## src/common/dwc_config.svh

```systemverilog
// Upsizer width configuration
`ifndef DWC_CONFIG_SVH
`define DWC_CONFIG_SVH

// Narrow side data width in bits
`define DWC_NARROW_W 32

// Narrow lanes per wide word
`define DWC_RATIO 4

// Wide side data width, always a whole number of narrow lanes
`define DWC_WIDE_W (`DWC_NARROW_W * `DWC_RATIO)

// Bits needed to name one lane
`define DWC_LANE_IDX_W 2

// Byte strobe widths on both sides
`define DWC_NARROW_STRB_W (`DWC_NARROW_W / 8)
`define DWC_WIDE_STRB_W (`DWC_WIDE_W / 8)

`endif

```

## src/common/dwc_pkg.sv

```systemverilog
// Upsizer shared types
`include "dwc_config.svh"

package dwc_pkg;

  // One narrow write data beat
  typedef struct packed {
    logic [`DWC_NARROW_W-1:0]      data;
    logic [`DWC_NARROW_STRB_W-1:0] strb;
    // First beat of a burst
    logic                          first;
    // Lane picked by the burst start address, first beat only
    logic [`DWC_LANE_IDX_W-1:0]    start_lane;
    logic                          last;
  } narrow_beat_t;

  // Per-cycle lane write command from the steer
  typedef struct packed {
    logic                          en;
    logic [`DWC_LANE_IDX_W-1:0]    lane;
    logic [`DWC_NARROW_W-1:0]      data;
    logic [`DWC_NARROW_STRB_W-1:0] strb;
    // Wide beat closes with this write
    logic                          flush;
    logic                          last;
  } lane_wr_t;

  // Wide word, flat at the port and per lane inside the packer
  typedef union packed {
    logic [`DWC_WIDE_W-1:0]                     flat;
    logic [`DWC_RATIO-1:0][`DWC_NARROW_W-1:0] lanes;
  } wide_word_u;

  // One wide write data beat
  typedef struct packed {
    wide_word_u                  word;
    logic [`DWC_WIDE_STRB_W-1:0] strb;
    logic                        last;
  } wide_beat_t;

endpackage

```

## src/design/dwc_upsize_top.sv

```systemverilog
// Write data upsizer top
`include "dwc_config.svh"

module dwc_upsize_top (
  input  logic                  clk,
  input  logic                  rst_n,
  // Narrow write data stream
  input  dwc_pkg::narrow_beat_t in_beat,
  input  logic                  in_valid,
  output logic                  in_ready,
  // Wide write data stream
  output dwc_pkg::wide_beat_t   out_beat,
  output logic                  out_valid,
  input  logic                  out_ready
);

  dwc_pkg::lane_wr_t                             lane_wr;
  logic [`DWC_RATIO-1:0][`DWC_NARROW_W-1:0]      slot_data;
  logic [`DWC_RATIO-1:0][`DWC_NARROW_STRB_W-1:0] slot_strb;
  logic                                          stall;

  // Lane selection and flush decision
  dwc_lane_steer u_steer (
    .clk      (clk),
    .rst_n    (rst_n),
    .in_beat  (in_beat),
    .in_valid (in_valid),
    .in_ready (in_ready),
    .stall    (stall),
    .lane_wr  (lane_wr)
  );

  // One holding slot per narrow lane
  for (genvar i = 0; i < `DWC_RATIO; i++) begin : g_slot
    dwc_lane_slot #(
      .lane_id (i)
    ) u_slot (
      .clk       (clk),
      .rst_n     (rst_n),
      .lane_wr   (lane_wr),
      .slot_data (slot_data[i]),
      .slot_strb (slot_strb[i])
    );
  end

  // Wide output register and back-pressure
  dwc_wide_packer u_packer (
    .clk       (clk),
    .rst_n     (rst_n),
    .lane_wr   (lane_wr),
    .slot_data (slot_data),
    .slot_strb (slot_strb),
    .stall     (stall),
    .out_beat  (out_beat),
    .out_valid (out_valid),
    .out_ready (out_ready)
  );

endmodule

```

## src/dwc_upsize/dwc_lane_slot.sv

```systemverilog
// Single lane holding slot
`include "dwc_config.svh"

module dwc_lane_slot #(
  // Lane this slot serves
  parameter int unsigned lane_id = 0
) (
  input  logic                          clk,
  input  logic                          rst_n,
  input  dwc_pkg::lane_wr_t             lane_wr,
  output logic [`DWC_NARROW_W-1:0]      slot_data,
  output logic [`DWC_NARROW_STRB_W-1:0] slot_strb
);

  logic hit;
  logic capture;
  logic clear;

  assign hit = lane_wr.lane == `DWC_LANE_IDX_W'(lane_id);

  // Flushing writes go straight to the packer, never into a slot
  assign capture = lane_wr.en & ~lane_wr.flush & hit;

  // Any flush empties every slot for the next wide word
  assign clear = lane_wr.en & lane_wr.flush;

  always_ff @(posedge clk or negedge rst_n) begin
    if (!rst_n) begin
      slot_data <= '0;
      slot_strb <= '0;
    end else if (clear) begin
      // Zero data too so unwritten lanes leave clean
      slot_data <= '0;
      slot_strb <= '0;
    end else if (capture) begin
      slot_data <= lane_wr.data;
      slot_strb <= lane_wr.strb;
    end
  end

endmodule

```

## src/dwc_upsize/dwc_lane_steer.sv

```systemverilog
// Narrow beat lane steering
`include "dwc_config.svh"

module dwc_lane_steer (
  input  logic                 clk,
  input  logic                 rst_n,
  input  dwc_pkg::narrow_beat_t in_beat,
  input  logic                 in_valid,
  output logic                 in_ready,
  input  logic                 stall,
  output dwc_pkg::lane_wr_t    lane_wr
);

  // MSB set means no burst in flight, next beat must be a first beat
  localparam logic [`DWC_LANE_IDX_W:0] cnt_idle = {1'b1, {`DWC_LANE_IDX_W{1'b0}}};

  logic [`DWC_LANE_IDX_W:0]   cnt_q;
  logic [`DWC_LANE_IDX_W-1:0] lane;
  logic [`DWC_LANE_IDX_W-1:0] lane_inc;
  logic                       accept;

  // Only back-pressure source on the narrow side
  assign in_ready = ~stall;
  assign accept   = in_valid & in_ready;

  // First beat jumps to the start address lane
  assign lane     = in_beat.first ? in_beat.start_lane : cnt_q[`DWC_LANE_IDX_W-1:0];
  // Wraps to lane 0 of the next wide word
  assign lane_inc = lane + 1'b1;

  always_comb begin
    lane_wr.en    = accept;
    lane_wr.lane  = lane;
    lane_wr.data  = in_beat.data;
    lane_wr.strb  = in_beat.strb;
    // Close the wide beat at the top lane or at burst end
    lane_wr.flush = (lane == `DWC_LANE_IDX_W'(`DWC_RATIO - 1)) | in_beat.last;
    lane_wr.last  = in_beat.last;
  end

  always_ff @(posedge clk or negedge rst_n) begin
    if (!rst_n) begin
      cnt_q <= cnt_idle;
    end else if (accept) begin
      if (in_beat.last) begin
        cnt_q <= cnt_idle;
      end else begin
        cnt_q <= {1'b0, lane_inc};
      end
    end
  end

  // A follow-on beat needs a burst that was opened by a first beat
  property p_no_orphan_beat;
    @(posedge clk) disable iff (!rst_n)
      (in_valid && !in_beat.first) |-> !cnt_q[`DWC_LANE_IDX_W];
  endproperty

  a_no_orphan_beat: assert property (p_no_orphan_beat)
    else $error("narrow beat without an open burst");

endmodule

```

## src/dwc_upsize/dwc_wide_packer.sv

```systemverilog
// Wide beat packer
`include "dwc_config.svh"

module dwc_wide_packer (
  input  logic                                           clk,
  input  logic                                           rst_n,
  input  dwc_pkg::lane_wr_t                              lane_wr,
  input  logic [`DWC_RATIO-1:0][`DWC_NARROW_W-1:0]      slot_data,
  input  logic [`DWC_RATIO-1:0][`DWC_NARROW_STRB_W-1:0] slot_strb,
  output logic                                           stall,
  output dwc_pkg::wide_beat_t                            out_beat,
  output logic                                           out_valid,
  input  logic                                           out_ready
);

  dwc_pkg::wide_word_u                           nxt_word;
  logic [`DWC_RATIO-1:0][`DWC_NARROW_STRB_W-1:0] nxt_strb;
  logic                                          load;

  // Held beat not yet taken blocks the narrow side
  assign stall = out_valid & ~out_ready;

  // Steer only issues writes while not stalled
  assign load = lane_wr.en & lane_wr.flush;

  // Flushing beat bypasses its slot and lands in its lane directly
  always_comb begin
    nxt_word = '0;
    nxt_strb = '0;
    for (int i = 0; i < `DWC_RATIO; i++) begin
      if (lane_wr.lane == `DWC_LANE_IDX_W'(i)) begin
        nxt_word.lanes[i] = lane_wr.data;
        nxt_strb[i]       = lane_wr.strb;
      end else begin
        nxt_word.lanes[i] = slot_data[i];
        nxt_strb[i]       = slot_strb[i];
      end
    end
  end

  always_ff @(posedge clk or negedge rst_n) begin
    if (!rst_n) begin
      out_valid <= 1'b0;
    end else if (load) begin
      out_valid <= 1'b1;
    end else if (out_ready) begin
      out_valid <= 1'b0;
    end
  end

  // Output payload
  always_ff @(posedge clk) begin
    if (load) begin
      out_beat.word <= nxt_word;
      out_beat.strb <= nxt_strb;
      out_beat.last <= lane_wr.last;
    end
  end

  // Offered beat must not change until the sink takes it
  property p_out_stable;
    @(posedge clk) disable iff (!rst_n)
      (out_valid && !out_ready) |=> (out_valid && $stable(out_beat));
  endproperty

  a_out_stable: assert property (p_out_stable)
    else $error("wide beat changed under back-pressure");

endmodule

```

## config.mk

```make
export PLATFORM = sky130hd
export DESIGN_NAME = dwc_upsize_top
export DESIGN_NICKNAME = d
export VERILOG_FILES = /design/src/common/dwc_pkg.sv /design/src/design/dwc_upsize_top.sv /design/src/dwc_upsize/dwc_lane_slot.sv /design/src/dwc_upsize/dwc_lane_steer.sv /design/src/dwc_upsize/dwc_wide_packer.sv
export VERILOG_INCLUDE_DIRS = /design/src /design/src/common
export SDC_FILE = /design/constraint.sdc
export NUM_CORES = 1
export LEC_CHECK = 0
export ABC_AREA = 0
export BUFFER_PORTS_ARGS = -buffer_cell sky130_fd_sc_hd__buf_2
export CAP_MARGIN = 25
export CORE_UTILIZATION = 52
export DETAILED_ROUTE_END_ITERATION = 8
export GPL_ROUTABILITY_DRIVEN = 0
export GPL_TIMING_DRIVEN = 0
export MAX_ROUTING_LAYER = met4
export PLACE_DENSITY = 0.8
export SYNTH_ARGS = -nofsm -noshare
export SYNTH_HDL_FRONTEND = slang
export SYNTH_SLANG_ARGS = --single-unit
```

## constraint.sdc

```tcl
create_clock -name clk -period 14.6 [get_ports clk]
set_clock_uncertainty 0.2 [all_clocks]
set_input_delay 2.92 -clock clk [delete_from_list [all_inputs] [get_ports clk]]
set_output_delay 2.92 -clock clk [all_outputs]
set_load 0.02 [all_outputs]
```

Word level (Yosys, flattened, before mapping)
Index checks and enable logic that the tools add are counted.
- register bits: 292
- input bits: 44
- output and inout port bits: 147
- word-level logic and storage cells: 63
- add/subtract/negate cells: 1
- equality and inequality tests: 3
- muxes and demuxes: 28
- bitwise operators: 12
- reductions and logical operators: 6
- operator list (kind ; count):
    2-to-1 mux 32 bit ; 12
    2-to-1 mux 4 bit ; 12
    nonzero test 2 bit ; 5
    AND 1 bit ; 8
    == test 2 bit, second input constant ; 2
    2-to-1 mux 2 bit ; 2
    inverter 1 bit ; 3
    adder 2 x 1 -> 2 bit, second input constant ; 1
    == test 2 x 1 -> 1 bit, second input constant ; 1
    logical NOT 2 bit ; 1
    2-to-1 mux 1 bit ; 2
    bitwise OR 1 bit ; 1

Longest topological paths before layout
- depth after elaboration: 8
- depth in mapped cells: 9
- depth with buffers taken out: 5

Hierarchy
A second synthesis with hierarchy kept.
- cells, all modules: 1011
- area total of the unflattened synthesis: 14625.3 um2
- modules (own cells, without submodules) (module ; times used ; cells an instance ; area each (um2) ; sequential area each (um2)):
    dwc_wide_packer ; 1 ; 311 ; 6180.9 ; 4379.2
    dwc_lane_slot at g_slot[1].u_slot ... ; 2 ; 162 ; 1988.2 ; 900.9
    dwc_lane_slot at g_slot[3].u_slot ; 1 ; 161 ; 2039.5 ; 900.9
    dwc_lane_slot at g_slot[0].u_slot ; 1 ; 161 ; 1989.4 ; 900.9
    dwc_lane_steer ; 1 ; 54 ; 439.2 ; 50.0

Least setup slack after synthesis
No wires, ideal clock.
- kind: input port to flip-flop
- start point: input in_beat[3] in the netlist's numbering
- end point: register, netlist name u_packer.out_beat[0]
- setup time: 497 ps
- arrival time: 6788 ps
- required time: 13903 ps
- slack: 7115 ps
- stages on the path: 8
- buffers on the path: 3
- path through: mux2i_1 -> inv_1 -> ha_1 -> buf_4 -> buf_2 -> o211ai_1 -> clkbuf_1 -> inv_1
- word-level cells in the longest chain between the ends: 4
- RTL lines (what ; line ; source):
    start, declared ; dwc_upsize_top.sv:8 ; input dwc_pkg::narrow_beat_t in_beat,
    2-to-1 mux 2 bit ; dwc_lane_steer.sv:27 ; assign lane = in_beat.first ? in_beat.start_lane : cnt_q[`DWC_LANE_IDX_W-1:0];
    == test 2 bit ; dwc_lane_steer.sv:37 ; lane_wr.flush = (lane == `DWC_LANE_IDX_W'(`DWC_RATIO - 1)) | in_beat.last;
    bitwise OR 1 bit ; dwc_lane_steer.sv:37 ;
    AND 1 bit ; -- ;
    via g_slot[0].u_slot.clear ; dwc_lane_slot.sv:17 ; logic clear;
The timed path passes the listed nets, and every way through them passes these cells.
A chain may end at the register's enable or synchronous reset.

Worst setup path after layout
- start point: input out_ready
- end point: output in_ready
- word-level cells in the longest chain between the ends: 3
- RTL lines (what ; line ; source):
    start, declared ; dwc_upsize_top.sv:14 ; input logic out_ready
    inverter 1 bit ; dwc_wide_packer.sv:21 ; assign stall = out_valid & ~out_ready;
    AND 1 bit ; dwc_wide_packer.sv:21 ;
    inverter 1 bit ; dwc_lane_steer.sv:23 ; assign in_ready = ~stall;
    end, declared ; dwc_upsize_top.sv:10 ; output logic in_ready,
No other way between the ends.

==> results.txt <==
RSZ-0062 raised after global routing - false
Die ar. - 22480 sq um
Total global-route track usage - 22.54%
Status - finished, final reports clean
Post-route insts no fill - 1169
First-pass GRT wire length - 37.51 mm
Endpoints failing hold - 0
Tcrit/Tclk final - 45.96%
Clock Path Buffers - 3
Synthesized instance count - 647
Die Ht - 149.9 um
Seq cells post-synth - 292
Crit-path cells - buf_2, nor2b_1, buf_4, inv_2, buf_2
Register area share after synthesis - 70.58%
1st-iter DRT viols - 401
Placed cells - 1113
Max-cap violations - 0
Arrival @ worst endpoint - 3.59 ns
Area growth syn-to-layout - 20.46%
Initial Util - 53.63%
Share of cells above drive strength 1 - 48.15%
Worst path top cell family by delay - buffers and inverters
Final worst slack - 7.890 ns
Vias - 6511
Peak VDD IR - 0.1080 mV
CTS H-tree lvls - 1
Skew-Pair Late Insertion Delay - 0.55 ns
CTS Buf Count - 29
HP Class - reg -> reg
Residual DRC - 0
Hold-fix buffers, CTS - 0
Yosys warning total - 0
Measured slew at the worst slew-check pin - 1.003 ns
Sw Ratio - 24.96%
Root Buffer - clkbuf_16
P_sw - 0.0005059 W
CP startpoint kind - primary input
Internal - 0.001521 W
Initial antenna violation count - 1
Gate power share - 14.9%
Critical path capture point type - primary output
Final setup viols - 0
Slowest stage delay, CP - 0.18 ns
Maximum fanout along the worst path - 8
Die W - 149.9 um
CTS tree - yes
Slew HR - 32.88%
Dpl hpwl - 15.48 mm
Unique masters post-synth - 22
Syn_area_per_cell - 17.59 sq um
Highest-delay cell along the critical path - buf_4
DR vias/cell - 5.570
Fmax - 149.0 MHz
P_leak - 6.194 nW
Place WS - 7.889 ns
Post-route minimum period - 6.710 ns
WP data required - 11.48 ns
Area of the multi-input gates - 3049 sq um
Drt total wl - 24.15 mm
Core area - 21220 sq um
Part of the power in registers - 48.6%
Total grt overflow - 0
Pre-antenna DRT Iters - 4
Setup tns final - 0 ns
Vias in the first global route - 6580
Mapped cell area - 11380 sq um
Fill cell count - 1521
Clk pwr share - 36.5%
Util after Layout - 64.61%
Clock-pin transition on the worst setup and hold timing paths - 0.06 ns
CP Class - in -> out
Slew Viols, Final - 0
Post-DRT Antenna Nets - 0
Buffers on Ports - 189
Post-CTS Resized - 0
# rows - 53
Crit-path most repeated cell - buf_2
Post-CTS setup buffers - 0
Post-detailed-route wirelength per cell - 20.66 um
I/O Pins - 191
Buf/Inv on CP - 4
Pwr dens - 147.8 nW/um^2
CTS Sinks - 292
Nets@finish - 918
Largest net degree at the start of global routing - 77
Post-Syn Nets - 695
Register area - 8033 sq um
==> power by group through the flow <==
stage / clock [W] / combinational [W] / sequential (W)
2_1_floorplan: 0 / 0.000157 / 0.00104
5_1_grt: 0.000783 / 0.000325 / 0.000992
3_5_place_dp: 0 / 0.000302 / 0.00100
4_1_cts: 0.000755 / 0.000304 / 0.000986
3_3_place_gp: 0 / 0.000293 / 0.00100
6_report: 0.000739 / 0.000302 / 0.000986
==> cells in the mapped netlist <==
| cell | count | share of area (%) |
|---|---|---|
| buf_6 | 10 | 0.99 |
| buf_2 | 23 | 1.0 |
| nand2_1 | 2 | 0.066 |
| clkbuf_2 | 3 | 0.13 |
| dfrtp_1 | 147 | 32 |
| nor4b_4 | 3 | 0.63 |
| a22o_1 | 108 | 8.3 |
| inv_2 | 1 | 0.033 |
| o211ai_1 | 1 | 0.066 |
| edfxtp_1 | 145 | 38 |
| nand3_1 | 1 | 0.044 |
| mux2_2 | 145 | 14 |
| ha_1 | 4 | 0.44 |
| nor2b_1 | 2 | 0.11 |
| and2_1 | 36 | 2.0 |
| buf_4 | 5 | 0.33 |
| mux2i_1 | 2 | 0.18 |
| clkbuf_1 | 1 | 0.033 |
| nand2b_4 | 1 | 0.12 |
| inv_1 | 3 | 0.099 |
| o2bb2ai_1 | 1 | 0.077 |
| o311ai_2 | 3 | 0.43 |
==> layer usage <==
layer	share of wire, %	vias up	GRT usage [%]
met5	0	-	-
met4	1.6	0	5.657
met3	5.1	31	3.659
met2	47	194	33.47
met1	46	3343	32.60
li1	-	2943	-
==> cell type report <==
class | count | area share (%)
Multi-Input combinational cell | 309 | 22.24
Antenna cell | 1 | 0.01825
Clock buffer | 46 | 6.197
Timing Repair Buffer | 192 | 7.429
Sequential cell | 292 | 58.59
Inverter | 4 | 0.1460
Tap cell | 275 | 2.510
Buffer | 42 | 2.072
Clock inverter | 8 | 0.7940
==> through the flow <==
step / hold slack [ns] / power [W] / cell area, sq um
floorplan: 0.2494 / 0.001200 / 11380
global placement: 0.2646 / 0.001297 / 12670
detailed placement: 0.2668 / 0.001302 / 12740
CTS: 0.2858 / 0.002045 / 13700
global route: 0.2993 / 0.002100 / 13710
finish: 0.2796 / 0.002027 / 13710
==> flip-flops by register name (all words and copies together) (netlist names) <==
register                 count
u_packer.out_beat          145
g_slot.u_slot.slot_strb     16
u_steer.cnt_q                2
u_packer.out_valid           1
g_slot.u_slot.slot_data    128
==> logic make-up after synthesis <==
logic type | synth area share [%]
flops | 70.58
mux | 14.52
compound gates | 8.883
buf+inv | 2.627
simple gates | 2.946
fa+ha+maj | 0.4398
==> worst paths after layout <==
check | from | endpoint | slack (ns) | depth (start not counted)
worst max-delay path | out_ready | in_ready | 7.89 | 5
worst min-delay path | g_slot[3].u_slot.slot_data[16] | g_slot[3].u_slot.slot_data[16] | 0.28 | 1
worst max register to register | u_steer.cnt_q[1] | u_packer.out_beat[30] | 11.29 | 9
worst min register to register | g_slot[3].u_slot.slot_data[16] | g_slot[3].u_slot.slot_data[16] | 0.28 | 1
max in group asynchronous | rst_n | g_slot[3].u_slot.slot_data[14] | 11.18 | 2
min in group asynchronous | rst_n | g_slot[3].u_slot.slot_data[30] | 2.21 | 1
==> cells in the final DEF, fill, tap and decap left out, types with 3 or more instances in the layout <==
cell and instances:
buf_6 12, buf_4 5, nor4b_4 3, edfxtp_1 145, dfrtp_1 147, clkbuf_8 6
mux2_2 145, and2_1 36, buf_2 211, clkinv_2 4, ha_1 4, clkbuf_16 29
o311ai_2 3, clkbuf_2 3, clkbuf_1 12, a22o_1 108
(Power assumes the default switching activity.)
